`src/verilog/tapShiftRegister.sv`:
```
// Enabled shift register with all entries visible at once.
// Serves as the delay line for samples and as the tap register for coefficients.
`timescale 1ns/1ps

module tapShiftRegister #(
	parameter int LENGTH = 10,
	parameter type payload_t = logic [15:0]
) (
	input  logic clock,
	input  logic rstN,
	input  logic shift,
	input  payload_t dataIn,
	output payload_t taps [LENGTH]
);

	// Each shift moves every entry up by one place.
	// The new value enters entry 0 and the oldest entry is dropped.
	// Reset clears the whole history, so the filter starts from zero.
	always_ff @(posedge clock or negedge rstN) begin
		if (!rstN) begin
			for (int i = 0; i < LENGTH; i++) begin
				taps[i] <= '0;
			end
		end else if (shift) begin
			for (int i = LENGTH - 1; i > 0; i--) begin
				taps[i] <= taps[i - 1];
			end
			taps[0] <= dataIn;
		end
	end

endmodule

```
`config.mk`:
```
export PLATFORM = sky130hd
export DESIGN_NAME = tapShiftRegister
export DESIGN_NICKNAME = d
export VERILOG_FILES = /design/src/verilog/tapShiftRegister.sv
export SDC_FILE = /design/constraint.sdc
export NUM_CORES = 1
export LEC_CHECK = 0
export BUFFER_PORTS_ARGS = -buffer_cell sky130_fd_sc_hd__buf_4
export CAP_MARGIN = 10
export CORE_MARGIN = 10
export CORE_UTILIZATION = 55
export DETAILED_ROUTE_END_ITERATION = 10
export PLACE_DENSITY_LB_ADDON = 0.05
export SETUP_SLACK_MARGIN = 0.1
export SLEW_MARGIN = 40
export SYNTH_ARGS = -nofsm -noshare
export SYNTH_HDL_FRONTEND = slang
export SYNTH_SLANG_ARGS = --single-unit
```
`constraint.sdc`:
```
create_clock -name clock -period 1.5 [get_ports clock]
set_clock_uncertainty 0.15 [all_clocks]
set_input_delay 0.225 -clock clock [delete_from_list [all_inputs] [get_ports clock]]
set_output_delay 0.225 -clock clock [all_outputs]
set_load 0.02 [all_outputs]
```
==> results of run 1 <==
## synth_stat cells (all sizes together)
cell type / count / area share
mux2: 160 / 0.30
dfrtp: 160 / 0.67
buf: 18 / 0.027
## cells by family after synthesis
family / share of synthesized area
DFF: 0.6713
buffers and inverters: 0.02664
muxes: 0.3021
## through the flow
step / instance area [sq um] / instances
2_1_floorplan: 5964 / 338
3_3_place_gp: 7540 / 650
3_5_place_dp: 7540 / 650
4_1_cts: 9809 / 820
## repair_timing
| action | in CTS |
|---|---|
| hold buffers | 18 |
| gates cloned | 0 |
| endpoints found under the setup margin | 160 |
| setup buffers | 120 |
| endpoints found under the hold margin | 188 |
| resized for setup | 160 |
==> metrics.txt, run 1 <==
status aborted with a tool error; failing step global routing; Error [ERROR DPL-0033] detailed placement checks failed during check placement.; Syn Nets between 300 and 400; # clock sinks 160; row count 37; antenna violations before repair 0; Avg Cell Area, Syn 17.65 sq um; Boundary Pins 179; Final GP Congestion slightly above 0.7; number of buffers created by CTS 17; initial core utilization 0.5701; post-DP HPWL ~9500 microns; Seq cells post-synth 160; Yosys Warn Count 0; Mapped Area around 0.006 sq mm; clock root buffer clkbuf_8; worst_ep kind top-level output; Seq/Total Area, Yosys 0.6713; pre-CTS setup slack roughly 160 ps; IO buf count between 150 and 200; Synth cell types 5; die span in y about 120 microns; Die W roughly 120 microns; Mapped Cells 338; H-Tree Depth 4; post-GRT worst EP taps[62]; largest net degree at the start of global routing 46; Bufs on Longest Clock Path 2
==> run 2, diff against run 1 <==
--- a/config.mk
+++ b/config.mk
@@ -8,10 +8,9 @@
 export BUFFER_PORTS_ARGS = -buffer_cell sky130_fd_sc_hd__buf_4
 export CAP_MARGIN = 10
 export CORE_MARGIN = 10
-export CORE_UTILIZATION = 55
+export CORE_UTILIZATION = 40
 export DETAILED_ROUTE_END_ITERATION = 10
-export PLACE_DENSITY_LB_ADDON = 0.05
-export SETUP_SLACK_MARGIN = 0.1
+export PLACE_DENSITY_LB_ADDON = 0.15
 export SLEW_MARGIN = 40
 export SYNTH_ARGS = -nofsm -noshare
 export SYNTH_HDL_FRONTEND = slang
==> metrics.txt, run 2 <==
status finished, final reports clean; Bufs on Longest Clock Path 2 (unchanged); commonest cells after routing, fill and taps aside buf_4, dfrtp_1, mux2_2; post-DP HPWL 9722 microns (+2.7%); Post-synth top cells dfrtp_1, mux2_2, buf_6; Setup crit start kind input pin; Mapped Area 0.005964 sq mm (unchanged); H-Tree Depth 4 (unchanged); Reg with most FFs taps; setup ws final ~63 ps; n_diodes 0; clock root buffer clkbuf_16; Req. time, crit path around 1700 ps; largest net degree at the start of global routing between 40 and 50; IO buf count 178 (unchanged); row count 44 (+19%); Max Slew Vio Count 0; Clock transition at path regs approximately 60 ps; Iter 0 DRT Violations between 100 and 150; Post-Synth Adder-Cell Area 0 (unchanged); clock latency at the later pin of the worst-skew pair between 400 and 500 ps; Final Cycle Share 0.9581; Top Registers taps (160); R2R depth 1; Post-Synth XOR/XNOR Area 0 (unchanged); leakage a little under 4 nW; CTS tree yes; WP depth 4; Top delay family on crit path buffers and inverters; RSZ-0062 raised after global routing no; Final Critical Period between 1000 and 1500 ps; top-count cell post-synth dfrtp_1; number of buffers created by CTS 17 (unchanged); first-pass GRT wire length approximately 21000 microns; Worst Setup Path Type in2reg; via count 3510; CP arrival 1580 ps; Top FF cell, synth dfrtp_1; slowest CP cell dlygate4sd3_1; WL met3 1470 microns; pre-CTS setup slack 210.9 ps (+55.34 ps); Avg Cell Area, Syn 17.65 sq um (unchanged); slew of the pin with the lowest slew margin 356.2 ps; EDFF count, synth 0 (unchanged); Boundary Pins 179 (unchanged); Mapped Cells 338 (unchanged); WL final ~13000 microns; largest cells by area after synthesis dfrtp_1, mux2_2, buf_6, mux2_1, buf_2; die span in y 142.1 microns (+14%); commonest non-fill, non-tap cell in the layout buf_4; number of remaining DRC errors 0; Seq/Total Area, Yosys 0.6713 (unchanged); Largest register FFs 160; critical-path cell list dlygate4sd3_1 > buf_6 > buf_12 > mux2_2; Critical Path Sink Type register; Seq cells post-synth 160 (unchanged); gr ovfl total 0; Async SR Flop Fraction 1.000 (unchanged); Final GP Congestion 0.6732 (-7.4%); layout cell share with drive strength beyond 1 0.6565; Fin Setup TNS 0 ps; routed wl met2 between 5000 and 6000 microns; highest clock rate about 700 MHz; Buf/Inv on CP 3; Synth cell types 5 (unchanged); max_slew headroom 0.7625; final hold vios 0; MaxCap Viol Count 0; largest family of logic cells by synthesized area multiplexers; wl on met1 5676 microns; Cell Pwr Density 1997 mW/mm^2; complex-gate fraction of the synthesized area 0 (unchanged); top cell type's share of synthesized area 0.6713 (unchanged); fin nets about 560; worst stage delay on the critical path between 500 and 600 ps; Layout area overhead 39.90%; post-synthesis mux area share 0.3021 (unchanged); first drt pass iteration count 4; top layer in use met4; Die W 142.1 microns (+14%); wire length per cell roughly 18 microns; vias in the first global route 3627; Hold Path Class in2async; Syn Nets 357 (unchanged); Via density 4.743; DRT antenna net count 0; Yosys Warn Count 0 (unchanged); # clock sinks 160 (unchanged); initial core utilization 0.4088 (-0.1612); crit-path max FO 46; CORE AREA around 0.015 sq mm; antenna violations before repair 0; Overall Power between 15 and 20 mW; final setup vio count 0; Max VDD drop approximately 0.75 mV; Global Route Usage Sum 0.1307; die area roughly 0.020 sq mm; simple-gate area share of the yosys netlist 0 (unchanged); post-synth top area cell dfrtp_1
==> run 2: cell counts after synthesis <==
No cell type changed its count.
==> run 2: where the power goes <==
part | leakage [nW] | internal (mW) | switching [mW]
clock network | 0.296 | 2.77 | 1.56
logic | 1.68 | 2.75 | 2.87
registers | 1.90 | 5.68 | 1.03
==> run 2: area by class of cell <==
cell class                 instances  area, sq um
fill                            1176         6245
clock buffer                      24        491.7
sequential                       160         4004
clock inverter                     6        105.1
multi-input combinational        160         1802
timing repair buffer             206         1712
tap                              184        230.2
==> run 2: routing by layer <==
layer  GRT usage  up-vias
li1            -     1616
met1      0.1646     1754
met2      0.1761      124
met3     0.07877       16
met4     0.05487        0
met5           0        -
==> run 2: final timing paths <==
check / from / to / slack (ps)
setup / recovery: shift / taps[76] / 60
hold / removal: rstN / taps[11] / 130
setup reg to reg: taps[62] / taps[46] / 520
hold reg to reg: taps[11] / taps[11] / 330
max in group asynchronous: rstN / taps[64] / 560
min in group clock: taps[11] / taps[11] / 330
==> run 2: cell families (layout without fill, tap and decap cells) <==
kind of cell | after synthesis | after routing
muxes | 160 | 160
DFF | 160 | 160
buffers and inverters | 18 | 236
==> run 2: timing repair <==
item,CTS,global route
hold buffers,18,0
hold endpoints to repair,177,0
buffers inserted,0,0
resized for setup,0,0
==> run 2: per-stage QoR <==
step,std cells,instance area [sq um],hold slack [ps],utilization
6_report,740,8344,129.5,0.5720
5_1_grt,740,8344,149.0,0.5720
4_1_cts,740,8344,122.8,0.5720
3_5_place_dp,692,7567,2.848,0.5187
3_3_place_gp,692,7567,1.260,0.5187
2_1_floorplan,338,5964,-220.6,-
No activity file was read; power rests on OpenSTA's default activity.
