$ cat src/verilog/firControl.sv
// Control FSM of the complex FIR filter.
// Steps through idle, coefficient load, run and stop, and gates the sample strobe.
`timescale 1ns/1ps

module firControl (
	input  logic clock,
	input  logic rstN,
	input  logic loadCoefficients,
	input  logic stopFilter,
	input  logic sampleValid,
	input  logic romDone,
	output logic romStart,
	output logic sampleShift,
	output logic coefficientsLoaded
);

	typedef enum logic [1:0] {
		IDLE,
		LOAD,
		RUN,
		STOP
	} state_t;

	state_t state;
	state_t stateNext;

	// IDLE waits for a load request.
	// LOAD waits until the ROM has sent its last coefficient.
	// RUN accepts samples until a stop request, and STOP holds until reset.
	always_comb begin
		stateNext = state;
		case (state)
			IDLE: begin
				if (loadCoefficients) begin
					stateNext = LOAD;
				end
			end
			LOAD: begin
				if (romDone) begin
					stateNext = RUN;
				end
			end
			RUN: begin
				if (stopFilter) begin
					stateNext = STOP;
				end
			end
			default: begin
				stateNext = STOP;
			end
		endcase
	end

	always_ff @(posedge clock or negedge rstN) begin
		if (!rstN) begin
			state <= IDLE;
		end else begin
			state <= stateNext;
		end
	end

	// The ROM start is a single-cycle pulse, since IDLE is left on the same edge.
	assign romStart = (state == IDLE) && loadCoefficients;

	// Samples outside RUN are dropped.
	assign sampleShift = (state == RUN) && sampleValid;

	// Loaded stays high after a stop, because the taps are still in place.
	assign coefficientsLoaded = (state == RUN) || (state == STOP);

endmodule

$ cat config.mk
export PLATFORM = sky130hd
export DESIGN_NAME = firControl
export DESIGN_NICKNAME = d
export VERILOG_FILES = /design/src/verilog/firControl.sv
export SDC_FILE = /design/constraint.sdc
export NUM_CORES = 1
export LEC_CHECK = 0
export ABC_CLOCK_PERIOD_IN_PS = 800
export BUFFER_PORTS_ARGS = -buffer_cell sky130_fd_sc_hd__buf_2
export CORE_AREA = 2 2 39 41
export DETAILED_ROUTE_END_ITERATION = 7
export DIE_AREA = 0 0 41 43
export PLACE_DENSITY = 0.34
export SYNTH_ARGS = -nofsm -noshare
export SYNTH_HDL_FRONTEND = slang
export SYNTH_SLANG_ARGS = --single-unit
$ cat constraint.sdc
create_clock -name clock -period 0.8 [get_ports clock]
set_input_delay 0.16 -clock clock [delete_from_list [all_inputs] [get_ports clock]]
set_output_delay 0.16 -clock clock [all_outputs]
set_load 0.02 [all_outputs]
# After elaboration in Yosys (flattened, before gate mapping)
# Index checks and enable logic that the tools add are counted.
# W data, S select, Z words.
# word_totals
regBits	2
elab_cells	16
# op_classes
n_eq_ne	6
muxes	4
reduce_logical	5
# ops
op	n
$mux W2	3
$ne A2 B2 Y1 const B	3
$pmux W2 S3	1
$eq A2 B2 Y1 const B	2
$reduce_and A3 Y1	1
$eq A2 B1 Y1 const B	1
$logic_and A1 B1 Y1	2
$logic_not A2 Y1	1
$logic_or A1 B1 Y1	1

# Depth between registers and ports, before layout
# depth
word_depth	3
depth_mapped	2
mapped_depth_nobuf	2

# Worst setup path before layout
# Ideal clock, no wire load.
# synth_path
path_type	reg2out
start	register state[1]
end	output romStart
arrival_ps	941
path_slack_ps	-301
path_stages_with_launch	2
n_path_buf	0
cell_sequence	dfrtp_1 -> nor3b_1
# synth_between
elab_chain_cells	2
# synth_lines
element	line_no	text
from (decl)	24	state_t state;
from (signal assigned)	58	state <= stateNext;
$logic_not A2 Y1	63	assign romStart = (state == IDLE) && loadCoefficients;
$logic_and A1 B1 Y1	63	
to (decl)	12	output logic romStart,
# No other way between the ends.

# Final worst setup path
# layout_path
start	register state[0]
end	output sampleShift
# layout_between
elab_chain_cells	2
# layout_lines
element	line_no	text
$eq A2 B2 Y1	66	assign sampleShift = (state == RUN) && sampleValid;
$logic_and A1 B1 Y1	66	
to (decl)	13	output logic sampleShift,
# No other way between the ends.

==> results.yml <==
run_status:
  status: "complete, but fails checks"
  violations: "setup timing"
logic_synthesis:
  syn_area_um2: 100.1
  netlist.area_leader.share_pct: 50.00
  ys_seq_area_share_pct: 50.00
  syn_area_per_cell_um2: 10.01
  synth_nets: 16
  synth_cell_types: 9
  ys_warn_count: 0
  synthTopCellsByArea: "dfrtp_1 (50%), and3b_2 (10%), nor3b_1 (7.5%)"
  ys_ff_latch: 2
  syn_inst: 10
  synth_largest_area_cell: "dfrtp_1"
setup_path:
  r2r-start: "state[0]"
  worstPathRequired_ps: 640
  r2r-end: "state[1]"
  crit_fanout: 3
  slowest_stage: "dfrtp_1"
  cp-start-kind: "flop"
  r2r_setup_slack_ps: -290
  crit_path_end_kind: "primary output"
  crit_end: "sampleShift"
  cp.arrival_ps: 980
  critical_path.max_stage_delay_ps: 400
  reg2reg_depth: 4
  critPathLaunch: "state[0]"
  cp_cell_sequence: "and3b_2 > buf_6"
  crit_type: "reg2out"
cells_and_area:
  fillCellCount: 160
  largest_reg_flops: 2
  multiInputGateArea_um2: 57.56
  final_common_cell: "buf_2"
  area_growth_pct: 141.3
  seq_area_um2: 50.05
  top_regs: "state: 2 flops"
  final_nets: 32
  drive_gt1_share_pct: 66.67
  diodes: 0
  final_cell_mix: "buf_2 (5), clkbuf_4 (3), buf_4 (3), buf_6 (3), dfrtp_1 (2)"
  largest-register: "state"
grt:
  met1_usage_pct: 5.806
  grt_use_total_pct: 5.327
  grt-busiest-layer: "met3"
  met3_usage_pct: 6.283
  antenna_found_initial: 0
  grt_max_degree: 5
  grt-ovfl-total: 0
  use_met2_pct: 4.375
  grt_pass1_vias: 124
  grt_pass1_wl_um: 510
floorplanning:
  fp.dieArea_um2: 1763
  coreArea_um2: 1384
  die_h_um: 43
  die_x_um: 41
  io-pin-count: 9
  initial_core_util_pct: 7.233
  fp-row-count: 14
sta:
  rsz0062_at_grt: "yes"
  worstMarginPinSlew_ps: 201.1
  fin_skew_ps: 1.843
  min_period_ps: 1142
  fmax_mhz: 875.3
  setup_ws_ps: -342.5
  final_hold_viol_count: 0
  relSlewSlack_pct: 86.48
  slew_violations: 0
  setup_viol: 5
  whs_ps: 183.9
  period_share_pct: 142.8
route:
  wl_per_cell_um: 7.475
  vias_per_cell: 3.125
  vias: 125
  ant_nets: 0
  drcViolationCount: 0
  wl_um: 299
  drtIter0Drc: 5
  drt-pass1-iter-count: 4
place:
  routabilityCongestion: 0.6526
  port_buffers: 8
  dp_slack_ps: -172.0
worst_hold_path:
  hp-class: "in2reg"
pwr:
  leakagePower_nw: 0.1123
  power_density_nw_per_um2: 1426
  pwr-share-comb_pct: 6.4
  vdd_drop_max_mv: 0.7534
  swShare_pct: 18.12
  clockPowerShare_pct: 64.0
  p_seq_share_pct: 29.6
  p_int_mw: 0.2820
  power.switching_mw: 0.06242
clocking:
  clock_latency_ps: 220
  clk_pin_slew_ps: 30
  clock_sinks: 2
  htreeDepth: 1
  root_buffer: "clkbuf_4"
  cts_buffers: 3
  cts_buffer_depth: 2
  cts_tree: "built"
run:
  maxCapViolCount: 0
logic make-up (layout without fill, tap and decap cells):
family                 Yosys count  in the layout  share of synthesized area (%)
AND/OR/NAND/NOR                  5              5                          33.76
AO/OA/AOI/OAI                    2              2                          12.50
flip-flops                       2              2                          50.00
buffers and inverters            1             15                          3.746
what timing repair did:
| action | in CTS | in global routing |
|---|---|---|
| endpoints found under the setup margin | 5 | 5 |
| hold buffers | 1 | 0 |
| endpoints found under the hold margin | 2 | 0 |
| pin swaps | 2 | 0 |
| buffers inserted | 1 | 1 |
| gates resized for setup | 5 | 1 |
Yosys cell counts:
| master | number |
|---|---|
| dfrtp_1 | 2 |
| or2_1 | 1 |
| nor2_1 | 1 |
| o21ai_0 | 1 |
| and3b_2 | 1 |
| o31ai_1 | 1 |
| clkbuf_1 | 1 |
| and2_1 | 1 |
| nor3b_1 | 1 |
area by class of cell:
type                            instances  share of cell area (%)
Clock buffer                            3                   9.326
Timing Repair Buffer                   12                   37.82
Sequential cell                         2                   20.73
Multi-Input combinational cell          7                   23.83
Tap cell                               16                   8.290
power by group through the flow:
stage,combinational (mW),clock (mW),sequential (mW)
6_report,0.0219,0.221,0.102
5_1_grt,0.0253,0.259,0.102
4_1_cts,0.0226,0.233,0.102
3_5_place_dp,0.0188,0,0.103
3_3_place_gp,0.0181,0,0.103
2_1_floorplan,0.00418,0,0.103
metrics by stage:
step | area, um^2 | power, mW | std cells | utilization [%] | TNS (ps)
2_1_floorplan | 111.4 | 0.1072 | 10 | - | -225.0
3_3_place_gp | 175.2 | 0.1211 | 34 | 12.66 | -501.0
3_5_place_dp | 175.2 | 0.1218 | 34 | 12.66 | -566.0
4_1_cts | 230.2 | 0.3573 | 39 | 16.64 | -1395
5_1_grt | 241.5 | 0.3865 | 40 | 17.45 | -1756
6_report | 241.5 | 0.3445 | 40 | 17.45 | -1544
worst max-delay path: cells and delay by family (launching register included):
kind / cells / cell delay [ps]
simple gates: 1 / 250
buf+inv: 1 / 110
flops: 1 / 400
layer usage:
layer / up-vias / wire (um) / part of all wire [%]
met2: 10 / 80 / 27
met3: 2 / 61 / 20
met1: 49 / 147 / 49
li1: 64 / - / -
met4: 0 / 10 / 3.3
met5: - / 0 / 0
worst min-delay path by stage:
stage,cells after the start,slack [ps],end,start
finish,3,180,state[0],stopFilter
global placement,1,-50,state[0],rstN
detailed placement,1,-50,state[1],rstN
global route,3,190,state[0],stopFilter
CTS,3,180,state[0],stopFilter
floorplan,0,-140,state[0],rstN
(Power assumes the default switching activity.)
