===== config.mk =====
export PLATFORM = sky130hd
export DESIGN_NAME = complexAccumulator
export DESIGN_NICKNAME = d
export VERILOG_FILES = /design/src/verilog/complexFirPkg.sv /design/src/verilog/complexAccumulator.sv
export VERILOG_INCLUDE_DIRS = /design/src /design/src/verilog
export SDC_FILE = /design/constraint.sdc
export NUM_CORES = 1
export LEC_CHECK = 0
export ABC_AREA = 0
export BUFFER_PORTS_ARGS = -buffer_cell sky130_fd_sc_hd__buf_2
export CORE_AREA = 2 2 150 152
export CTS_BUF_LIST = sky130_fd_sc_hd__clkbuf_16
export CTS_CLUSTER_DIAMETER = 40
export DETAILED_ROUTE_END_ITERATION = 8
export DIE_AREA = 0 0 152 154
export HOLD_SLACK_MARGIN = 0.15
export MAX_ROUTING_LAYER = met4
export PLACE_DENSITY_LB_ADDON = 0.1
export SYNTH_ARGS = -nofsm -noshare
export SYNTH_HDL_FRONTEND = slang
export SYNTH_SLANG_ARGS = --single-unit

===== constraint.sdc =====
create_clock -name clock -period 1.02 [get_ports clock]
set_input_delay 0.102 -clock clock [delete_from_list [all_inputs] [get_ports clock]]
set_output_delay 0.102 -clock clock [all_outputs]
set_load 0.05 [all_outputs]

===== src/verilog/complexFir_macros.svh =====
// Width and size constants for the streaming complex FIR filter.
// Included by the package and by every RTL file that sizes arithmetic.
`ifndef COMPLEXFIR_MACROS_SVH
`define COMPLEXFIR_MACROS_SVH

// Default number of filter taps.
`define FIR_LENGTH 10

// Width of one real or imaginary part of a sample or a coefficient.
`define FIR_DATA_WIDTH 8

// One part of a complex product is the sum or difference of two 8x8 products.
// Two 16-bit products added together need one extra bit.
`define FIR_PRODUCT_WIDTH 17

// The product width plus four bits, enough to add ten taps without overflow.
`define FIR_OUT_WIDTH 21

`endif


===== src/verilog/complexFirPkg.sv =====
// Shared types and the fixed coefficient table of the complex FIR filter.
// Modules import it inside their bodies and use scoped names in their ports.
`include "complexFir_macros.svh"

package complexFirPkg;

	// One complex input sample.
	typedef struct packed {
		logic signed [`FIR_DATA_WIDTH-1:0] re;
		logic signed [`FIR_DATA_WIDTH-1:0] im;
	} sample_t;

	// One complex filter tap, laid out like a sample.
	typedef struct packed {
		logic signed [`FIR_DATA_WIDTH-1:0] re;
		logic signed [`FIR_DATA_WIDTH-1:0] im;
	} coefficient_t;

	// One complex product of a sample and a tap.
	typedef struct packed {
		logic signed [`FIR_PRODUCT_WIDTH-1:0] re;
		logic signed [`FIR_PRODUCT_WIDTH-1:0] im;
	} product_t;

	// One full convolution result.
	typedef struct packed {
		logic signed [`FIR_OUT_WIDTH-1:0] re;
		logic signed [`FIR_OUT_WIDTH-1:0] im;
	} firOut_t;

	// Entry j is the tap applied to the sample received j strobes ago.
	// The two extreme entries exercise the full product range.
	parameter coefficient_t coefficientTable [0:`FIR_LENGTH-1] = '{
		'{re: 8'sd1, im: 8'sd0},
		'{re: 8'sd2, im: -8'sd1},
		'{re: -8'sd3, im: 8'sd4},
		'{re: 8'sd5, im: 8'sd6},
		'{re: -8'sd128, im: 8'sd127},
		'{re: 8'sd127, im: -8'sd128},
		'{re: 8'sd7, im: -8'sd7},
		'{re: 8'sd0, im: 8'sd9},
		'{re: -8'sd10, im: 8'sd0},
		'{re: 8'sd12, im: -8'sd13}
	};

endpackage


===== src/verilog/complexAccumulator.sv =====
// Second arithmetic stage of the filter.
// Adds the products of all taps and registers the result with outValid.
`timescale 1ns/1ps
`include "complexFir_macros.svh"

module complexAccumulator #(
	parameter int LENGTH = 10
) (
	input  logic clock,
	input  logic rstN,
	input  logic productValid,
	input  complexFirPkg::product_t products [LENGTH],
	output complexFirPkg::firOut_t dataOut,
	output logic outValid
);

	import complexFirPkg::*;

	firOut_t sum;

	// Each product part is sign-extended to the output width before it is added.
	// The output width covers the worst case, so the sum never wraps.
	always_comb begin
		sum = '0;
		for (int j = 0; j < LENGTH; j++) begin
			sum.re = sum.re + `FIR_OUT_WIDTH'(products[j].re);
			sum.im = sum.im + `FIR_OUT_WIDTH'(products[j].im);
		end
	end

	// dataOut keeps the last result between strobes.
	always_ff @(posedge clock or negedge rstN) begin
		if (!rstN) begin
			dataOut <= '0;
			outValid <= 1'b0;
		end else begin
			outValid <= productValid;
			if (productValid) begin
				dataOut <= sum;
			end
		end
	end

endmodule


# Word level (Yosys, flattened, before mapping)
# Cells that the tools add are included.
# Widths: inputs -> output; s select.
[op_classes]
add_sub_neg = 18
[op_table]
columns = ["operator", "n"]
rows = [
  ["$add 21x17->21", 10],
  ["$add 20x17->21", 2],
  ["$add 19x17->20", 2],
  ["$add 18x17->19", 2],
  ["$add 17x17->18", 2],
]
[word_totals]
reg_bits = 43
in_bits = 343

# Depth between registers and ports, before layout
[logic_depth]
ltp_word = 9
mapped_depth = 18
ltp_nobuf = 18

# Worst setup path before layout
# OpenSTA, ideal clock, no wires.
[synth_timing]
path_kind = "input port to flip-flop"
startpoint = "input port products[223] (netlist name)"
endpoint = "register dataOut[37] (netlist name)"
setup_ps = 125
path_slack_ps = -3357
t_arrival_ps = 4252
required_time_ps = 895
path_stages = 14
cell_sequence = "fa_1 -> fa_1 -> fa_1 -> inv_1 -> fa_1 -> inv_1 -> fa_1 -> ha_1 -> a211oi_1 -> o32ai_2 -> a211oi_2 -> o21ai_0 -> xor2_1 -> mux2_2"
[synth_between]
elab_chain_cells = 7
[synth_lines]
columns = ["item", "line_no", "source"]
rows = [
  ["start: declaration", "complexAccumulator.sv:12", "input complexFirPkg::product_t products [LENGTH],"],
  ["$add 19x17->20", "complexAccumulator.sv:26", "sum.re = sum.re + `FIR_OUT_WIDTH'(products[j].re);"],
  ["$add 20x17->21", "complexAccumulator.sv:26", ""],
  ["$add 21x17->21 (5 in a row)", "complexAccumulator.sv:26", ""],
  ["end signal: assignment", "complexAccumulator.sv:39", "dataOut <= sum;"],
  ["end: declaration", "complexAccumulator.sv:13", "output complexFirPkg::firOut_t dataOut,"],
]
# Every way passes these cells.
# A chain may end at the register's enable or synchronous reset.

# Worst setup path in the final report
[layout_timing]
startpoint = "input port products[225] (netlist name)"
endpoint = "register dataOut[41] (netlist name)"
# The elaborated chain is that of the path after synthesis.

==> reports/qor.txt <==
Outcome: finished with violations
Failing checks: negative setup slack
Gpl congestion: 0.850
Area of the multi-input gates: 9150 um^2
Synth top area share: 52.0%
Yosys reg bits: 43
DP HPWL: 21800 um
Via Count: 8960
Ranking of synthesized cells by area: fa_1 52%, inv_1 13%, dfrtp_1 10%
Worst slew margin: 75.6%
Area leader, netlist: fa_1
CP Launch Type: input pin
Delay-heaviest family, CP: adder cells
Met1 Use GR: 29.0%
Total Nets Final: 2273
Sequential fraction of the synthesis area: 9.99%
Largest net degree at the start of global routing: 23
Net Count, Synth: 1738
Site Rows: 54
Total Routing Usage GR: 22.7%
Share of cells above drive strength 1: 45.0%
Number of DRC markers in iteration 0: 362
Post-route DRC: 0
Clk pin slew, worst setup/hold paths: 0.07 ns
Synth async-reset ratio: 100%
Hold Crit Start: products[306]
Top cell by count, worst path: fa_1
Post-Place Cell Area: 14400 um^2
R2r setup slk: 0.09 ns
Global-route wire length before repair: 42900 um
Die height: 154 um
CP endpoint kind: flip-flop
Final hold violations: 0
Cells after synthesis: 1067
CP required: 1.25 ns
Htree depth: 2
Longest Clk Path Bufs: 2
Setup CP Type: input pin to flip-flop
Post-synth EDFFs: 0
Remaining antenna violation count: 0
Die X: 152 um
Crit-path max cell delay: 0.56 ns
Die ar.: 23400 um^2
I/O pins: 386
Number of global-route vias before repair: 9761
Fmax: 234 MHz
Fillcell total: 1656
Period minus WS final: 4.28 ns
Met3 Use GR: 3.24%
RR Endpoint: dataOut[14]
Fin area: 15700 um^2
Core box area: 21700 um^2
Clk sinks: 43
Port buffer count: 385
FF+latch area: 1080 um^2
Pins Over Slew Limit: 0
Max-Cap Viols: 0
Synth warn: 0
Most used routing layer: met2
Reg2reg start: dataOut[14]
Worst Reg-to-Reg Cells: 3
Post-Route WL: 24900 um
HP Class: input pin to flip-flop
Clock Latency Late Sink: 0.28 ns
Area Growth Syn to Fin: 45.2%
CP Buf/Inv Count: 4
RSZ-0062 raised after global routing: yes
Starting Density: 49.7%
Hold-critical path depth: 3
Final Cycle Share: 419%
Critical-path cell list: buf_2 -> fa_1 -> fa_1 -> fa_1 -> fa_1 -> inv_1 -> fa_1 -> inv_1 -> ha_4 -> o21ai_4 -> o32ai_2 -> a211oi_2 -> buf_4 -> or4_4 -> a21o_1 -> nand3_1
Met2 Usage GRT: 39.5%
DR vias/cell: 4.76
Initial antenna violation count: 0
CTS tree: built
DRT Pass-1 Iters: 5
Post-Syn Area: 10800 um^2
Ys flop type: dfrtp_1
TritonCTS Buffers: 5
Final-report setup violation count: 42
CP arrival: 4.51 ns
N_diodes: 0
Clock tree root driver cell: clkbuf_16
CP max FO: 3
Grt total ovfl: 0
Hold Path End: dataOut[0]
Tightest Pin Transition: 0.367 ns
Setup ws final: -3.26 ns
Crit-path slowest cell: fa_1
Clock Skew: 0 ns
Avg Inst Size Synth: 10.1 um^2
Synth unique cells: 63
Routed len/inst: 13.2 um
==> cell families after synthesis <==
family          after synthesis  share of synthesized area [%]
mux                          22                           2.25
compound gates              140                           8.93
xor+xnor                     22                           1.79
simple gates                129                           6.00
fa+ha+maj                   328                           57.6
flops                        43                           9.99
buf+inv                     383                           13.4
==> registers in the layout, summed over array words and instances (netlist names) <==
name      cells
dataOut      42
outValid      1
==> cells in the mapped netlist, types with 12 or more instances <==
| library cell | number |
|---|---|
| inv_1 | 364 |
| nand2_1 | 39 |
| mux2_2 | 18 |
| nor2_1 | 24 |
| xnor2_1 | 17 |
| a211oi_1 | 12 |
| o21ai_0 | 25 |
| dfrtp_1 | 43 |
| nand3_1 | 15 |
| ha_1 | 48 |
| clkbuf_1 | 13 |
| fa_1 | 280 |
| a21oi_1 | 32 |
==> metrics by stage <==
step,TNS [ns],setup slack (ns),util [%],hold slack [ns],instances
6_report,-118.69,-3.26,72.2,0.174,1883
5_1_grt,-123.55,-3.37,72.2,0.177,1883
4_1_cts,-118.20,-3.29,69.7,0.169,1866
3_5_place_dp,-131.20,-3.61,66.4,0.0155,1847
3_3_place_gp,-130.16,-3.56,66.4,0.0167,1847
2_1_floorplan,-116.87,-3.27,-,-0.194,1067
==> worst max-delay path by stage <==
stage	from	cells past startpoint	end
3_5_place_dp	products[9]	17	dataOut[19]
6_report	products[225]	16	dataOut[41]
2_1_floorplan	products[9]	17	dataOut[20]
5_1_grt	products[225]	16	dataOut[41]
3_3_place_gp	products[19]	17	dataOut[37]
4_1_cts	products[229]	16	dataOut[41]
==> what timing repair did <==
action	in CTS	in global routing
gates resized for setup	113	104
hold endpoints to repair	43	0
endpoints found under the setup margin	74	57
buffers inserted	10	22
hold buffers	1	0
pin swaps	50	59
==> area by class of cell <==
cell class	instances	share of cell area, %
Multi-Input combinational cell	641	58.5
Inverter	364	8.92
Sequential cell	43	6.88
Clock inverter	3	0.432
Tap cell	280	2.24
Timing Repair Buffer	547	22.2
Clock buffer	5	0.799
==> cells in the final DEF, fill, tap and decap left out, types with 13 or more instances in the layout <==
cell type,netlist,layout
inv_1,364,333
buf_2,2,329
fa_1,280,274
buf_4,0,166
dfrtp_1,43,43
buf_6,1,42
nand2_1,39,31
ha_4,0,27
inv_2,0,25
nor2_1,24,22
ha_1,48,20
mux2_4,0,15
a21oi_2,1,13
a21oi_1,32,13
nand3_1,15,13
xnor2_1,17,13
==> tightest hold or removal path: stages <==
cell    delay, ns
buf_2        0.08
ha_1         0.11
mux2_2       0.13
==> per-layer routing <==
layer  routed length, um  part of all wire [%]
met4                 333                   1.3
met2               13100                    53
met5                   0                     0
met1               10100                    41
met3                1300                   5.2
Power is left out: the tool's default activity adds up to more than one toggle a clock period on the data nets, which glitch-free logic cannot reach.
