==> src/verilog/complexFir_macros.svh <==
// Width and size constants for the streaming complex FIR filter.
// Included by the package and by every RTL file that sizes arithmetic.
`ifndef COMPLEXFIR_MACROS_SVH
`define COMPLEXFIR_MACROS_SVH

// Default number of filter taps.
`define FIR_LENGTH 10

// Width of one real or imaginary part of a sample or a coefficient.
`define FIR_DATA_WIDTH 8

// One part of a complex product is the sum or difference of two 8x8 products.
// Two 16-bit products added together need one extra bit.
`define FIR_PRODUCT_WIDTH 17

// The product width plus four bits, enough to add ten taps without overflow.
`define FIR_OUT_WIDTH 21

`endif

==> src/verilog/complexFirPkg.sv <==
// Shared types and the fixed coefficient table of the complex FIR filter.
// Modules import it inside their bodies and use scoped names in their ports.
`include "complexFir_macros.svh"

package complexFirPkg;

	// One complex input sample.
	typedef struct packed {
		logic signed [`FIR_DATA_WIDTH-1:0] re;
		logic signed [`FIR_DATA_WIDTH-1:0] im;
	} sample_t;

	// One complex filter tap, laid out like a sample.
	typedef struct packed {
		logic signed [`FIR_DATA_WIDTH-1:0] re;
		logic signed [`FIR_DATA_WIDTH-1:0] im;
	} coefficient_t;

	// One complex product of a sample and a tap.
	typedef struct packed {
		logic signed [`FIR_PRODUCT_WIDTH-1:0] re;
		logic signed [`FIR_PRODUCT_WIDTH-1:0] im;
	} product_t;

	// One full convolution result.
	typedef struct packed {
		logic signed [`FIR_OUT_WIDTH-1:0] re;
		logic signed [`FIR_OUT_WIDTH-1:0] im;
	} firOut_t;

	// Entry j is the tap applied to the sample received j strobes ago.
	// The two extreme entries exercise the full product range.
	parameter coefficient_t coefficientTable [0:`FIR_LENGTH-1] = '{
		'{re: 8'sd1, im: 8'sd0},
		'{re: 8'sd2, im: -8'sd1},
		'{re: -8'sd3, im: 8'sd4},
		'{re: 8'sd5, im: 8'sd6},
		'{re: -8'sd128, im: 8'sd127},
		'{re: 8'sd127, im: -8'sd128},
		'{re: 8'sd7, im: -8'sd7},
		'{re: 8'sd0, im: 8'sd9},
		'{re: -8'sd10, im: 8'sd0},
		'{re: 8'sd12, im: -8'sd13}
	};

endpackage

==> src/verilog/coefficientRom.sv <==
// Streams the fixed coefficient table into the tap register after a start pulse.
// Entries leave last index first, so that entry j ends up in tap j.
`timescale 1ns/1ps

module coefficientRom #(
	parameter int LENGTH = 10
) (
	input  logic clock,
	input  logic rstN,
	input  logic romStart,
	output logic coefficientValid,
	output logic romDone,
	output complexFirPkg::coefficient_t coefficient
);

	import complexFirPkg::*;

	// A single tap still needs a one-bit index.
	localparam int INDEX_WIDTH = (LENGTH > 1) ? $clog2(LENGTH) : 1;

	logic [INDEX_WIDTH-1:0] index;
	logic active;

	// The index counts down from the last table entry while the stream is active.
	// A start pulse loads it, and the stream ends after entry 0 has been sent.
	always_ff @(posedge clock or negedge rstN) begin
		if (!rstN) begin
			index <= '0;
			active <= 1'b0;
		end else if (romStart) begin
			index <= INDEX_WIDTH'(LENGTH - 1);
			active <= 1'b1;
		end else if (active) begin
			if (index == '0) begin
				active <= 1'b0;
			end else begin
				index <= index - 1'b1;
			end
		end
	end

	// The table lookup follows the registered index, so the first coefficient
	// appears the edge after romStart.
	always_comb begin
		coefficient = coefficientTable[index];
	end

	assign coefficientValid = active;

	// Done is flagged together with the last coefficient, which is entry 0.
	assign romDone = active && (index == '0);

endmodule

==> config.mk <==
export PLATFORM = sky130hd
export DESIGN_NAME = coefficientRom
export DESIGN_NICKNAME = d
export VERILOG_FILES = /design/src/verilog/complexFirPkg.sv /design/src/verilog/coefficientRom.sv
export VERILOG_INCLUDE_DIRS = /design/src /design/src/verilog
export SDC_FILE = /design/constraint.sdc
export NUM_CORES = 1
export LEC_CHECK = 0
export ABC_AREA = 0
export BUFFER_PORTS_ARGS = -buffer_cell sky130_fd_sc_hd__clkbuf_2
export CORE_AREA = 4 4 41 43
export CTS_CLUSTER_SIZE = 20
export DETAILED_ROUTE_END_ITERATION = 10
export DIE_AREA = 0 0 45 47
export SLEW_MARGIN = 5
export SYNTH_ARGS = -nofsm -noshare
export SYNTH_HDL_FRONTEND = slang
export SYNTH_SLANG_ARGS = --single-unit
==> constraint.sdc <==
create_clock -name clock -period 3.9 [get_ports clock]
set_input_delay 1.17 -clock clock [delete_from_list [all_inputs] [get_ports clock]]
set_output_delay 1.17 -clock clock [all_outputs]
set_load 0.02 [all_outputs]
== After elaboration in Yosys (flattened, before gate mapping) ==
Memory sizes are Yosys's and may differ from the RTL's.
Index checks and enable logic that the tools add are counted.
Storage, ports and cells
  word-level logic and storage cells: 19
  register bits after elaboration: 5
  bits in read-only memories: 256
  output and inout port bits: 18
  memories kept: 1
  input port bits: 3
Operators by class
  magnitude comparators: 1
  reduce and logical (&&, ||, !) cells: 4
  equality and inequality tests: 1
  add/sub/neg operators: 1
  multiplexer cells: 8
  bitwise gates (word level): 1
Memories
  (no name shown): depth 16, bits a word 16, read ports 1, clocked after memory_dff 0, write ports 0, RTL line coefficientRom.sv:45  | coefficient = coefficientTable[index];
Operator list (number)
  $mux W16: 2
  $mux W4: 3
  $ge A5 B5 Y1 const B: 1
  $not A4 Y5: 1
  $logic_not A4 Y1: 1
  $sub A4 B1 Y4 const B: 1
  $mux W1: 3
  $ne A2 B2 Y1 const B: 1
  $reduce_and A2 Y1: 1
  $reduce_bool A2 Y1: 1
  $logic_and A1 B1 Y1: 1

== Depth between registers and ports, before layout ==
  depth after elaboration: 4
  mapped depth: 7
  depth with buffers taken out: 5

== Worst setup path after synthesis ==
OpenSTA, ideal clock, no wires.
  path kind: reg2out
  from: register index[0]
  to: output coefficient[5] (netlist name)
  cell stages (with the launch flop): 8
  data required time: 2730 ps
  arrival: 1747 ps
  path slack: 983 ps
  path buffers: 3
  cells stage by stage: dfrtp_1 buf_2 inv_1 ha_1 clkbuf_1 nor3_1 o22ai_1 buf_4
RTL lines
  start: declaration: RTL line coefficientRom.sv:21  | logic [INDEX_WIDTH-1:0] index;
  start signal: assignment: RTL line coefficientRom.sv:31  | index <= INDEX_WIDTH'(LENGTH - 1);
  start signal: assignment: RTL line coefficientRom.sv:37  | index <= index - 1'b1;
  end: declaration: RTL line coefficientRom.sv:13  | output complexFirPkg::coefficient_t coefficient

==> qor.txt <==
Core area = 1300 um2
Final Hold Viols = 0
Diode count = 0
Number of gates resized after CTS = 0
RSZ-0062 raised after global routing = false
Slew Viols, Final = 0
Startpoint types = flip-flop
Root Buffer = clkbuf_4
Post-Synthesis Cells = 63
Unique masters post-synth = 27
DRT iter0 DRCs = 8
Max-Cap Viols = 0
Crit path DAT = 1960 ps
Synth Warn # = 0
Slowest stage delay, CP = 520 ps
Drt first pass iters = 3
Vert. Die Dim = 47 um
Post-DP HPWL = 807 um
Synthesis-to-layout area growth = 18.0%
Drt via density = 4.99
Launching point of the worst reg2reg path = index[0]
Layout cells sized above 1 = 0.346
Filler Cells Inserted = 141
Status = completed
VDD IR-drop max = 261 uV
Sequential fraction of the synthesis area = 0.257
DRC viols = 0
WP depth = 6
Setup bufs post-CTS = 0
Port Buffer Count = 20
Most frequent cell on the critical path = a21oi_1
Clock sinks = 5
Worst R2R Path Depth = 4
Total CTS buffers = 3
Crit path buf inv count = 2
GP Congestion = 0.747
First-pass GRT wire length = 1.60 mm
Reg2Reg Setup Slack = 2020 ps
Post-synthesis net count = 70
CTS tree = done
Worst clock skew = 2.46 ps
Final net count = 86
Clk_lat worst skew = 240 ps
Leak = 0.311 nW
Largest net degree at the start of global routing = 18
Synth async-reset ratio = 1.00
Synth Flop Type = dfrtp_1
Vias in the first global route = 378
Initial Util = 0.374
Power density over the cells = 842 nW/um2
Post-synth EDFFs = 0
Worst path cell trace = inv_1, ha_1, a21oi_1, a21boi_0, a21oi_1, clkbuf_2
Final worst path period share = 0.802
Actual slew at the worst max-slew pin = 485 ps
Crit Path Category = flip-flop to output port
DR WL/cell = 11.5 um
Crit path from = index[0]
Final hold slack = 644 ps
Die area = 2120 um2
Final TNS setup = 0 ps
Crit path required time = 2730 ps
Slew HR = 0.677
Worst Hold Class = flip-flop to flip-flop
Slowest CP cell = dfrtp_1
Initial antenna violation count = 0
Period minus WS final = 3130 ps
Final-report setup violation count = 0
Max Freq = 320 MHz
Syn avg cell area = 7.73 um2
Routed via count = 464
Number of H-tree levels = 1
Total track usage = 0.103
Crit Reg-Reg Endpoint = index[1]
Die width = 45 um
Worst setup endpoint = coefficient[9]
Clk slew on worst S/H paths = 40 ps
Crit path max-delay family = flip-flops
Count of state elements after synthesis = 5
I/O Pins = 21
Post-Syn Area = 487 um2
Inst Count DP = 89
Element type at the critical path end = output port
ANT nets after route = 0
GR Overflow Total = 0
Overall routed net length = 1.07 mm
# rows = 13
Final non-filler cell total = 93
CTS Buffer Depth = 2
Hold_buf cts = 0
Worst-path fanout max = 10
registers in the layout (all words and copies together) (netlist names):
| register | count |
|---|---|
| index | 4 |
| coefficientValid | 1 |
synthesized netlist by cell type (2+ instances only):
| master | count | share of area |
|---|---|---|
| nand2_1 | 2 | 0.015 |
| inv_1 | 5 | 0.039 |
| ha_1 | 4 | 0.10 |
| a211oi_1 | 2 | 0.031 |
| dfrtp_1 | 5 | 0.26 |
| nor3_1 | 3 | 0.031 |
| clkbuf_1 | 3 | 0.023 |
| nor2_1 | 10 | 0.077 |
| buf_4 | 4 | 0.062 |
| a21oi_1 | 8 | 0.082 |
worst reg2reg max path, cell delays in order, from the launching register on:
cell     delay, ps
dfrtp_1        520
inv_1          170
ha_1           320
a31oi_1        380
mux2_2         380
per-stage QoR:
| step | setup slack [ps] | power, mW | instance area [um2] | util |
|---|---|---|---|---|
| 2_1_floorplan | 983 | 0.369 | 487 | - |
| 4_1_cts | 747 | 0.492 | 574 | 0.441 |
| 3_5_place_dp | 1010 | 0.430 | 548 | 0.421 |
| 3_3_place_gp | 1100 | 0.429 | 548 | 0.421 |
| 6_report | 773 | 0.484 | 574 | 0.441 |
| 5_1_grt | 573 | 0.524 | 574 | 0.441 |
layout by cell type, fill, tap and decap left out, types with 2 or more instances in the layout:
cell type / Yosys / final
nor3_1: 3 / 3
inv_1: 5 / 5
nand2_1: 2 / 2
a211oi_1: 2 / 2
clkbuf_4: 0 / 3
nor2_1: 10 / 10
clkbuf_2: 0 / 20
a21oi_1: 8 / 8
dfrtp_1: 5 / 5
ha_1: 4 / 4
power by group:
group | internal (mW) | total [mW] | switching [mW]
Combinational | 0.117 | 0.323 | 0.206
Clock | 0.0385 | 0.0576 | 0.0191
Sequential | 0.0659 | 0.103 | 0.0372
Total | 0.221 | 0.484 | 0.263
final cells by class:
| type | count | area [um2] | area share |
|---|---|---|---|
| Multi-Input combinational cell | 44 | 285 | 0.497 |
| Sequential cell | 5 | 125 | 0.218 |
| Timing Repair Buffer | 20 | 100 | 0.174 |
| Clock buffer | 4 | 26.3 | 0.0458 |
| Inverter | 5 | 18.8 | 0.0327 |
| Tap cell | 15 | 18.8 | 0.0327 |
routing by layer:
| layer | global-route usage | vias to the layer above | wire length, um |
|---|---|---|---|
| met5 | 0 | - | 0 |
| met4 | 0.0702 | 0 | 0 |
| met3 | 0.0115 | 0 | 89 |
| met2 | 0.167 | 15 | 486 |
| met1 | 0.130 | 208 | 493 |
| li1 | - | 241 | - |
kinds of logic after synthesis:
logic type / share of synthesized area
flip-flops: 0.257
adder cells (fa/ha/maj): 0.103
AND/OR/NAND/NOR: 0.190
AO/OA/AOI/OAI: 0.231
XOR/XNOR: 0.0180
buffers and inverters: 0.157
multiplexers: 0.0437
worst min-delay path by stage:
stage                           startpoint       end  slack, ps  cells after the start
after floorplan                   index[1]  index[3]        600                      2
after global placement            index[1]  index[3]        640                      2
after detailed placement  coefficientValid  index[2]        650                      3
after CTS                 coefficientValid  index[2]        650                      3
after global routing      coefficientValid  index[2]        680                      3
final                     coefficientValid  index[2]        640                      3
(Power assumes the default switching activity.)
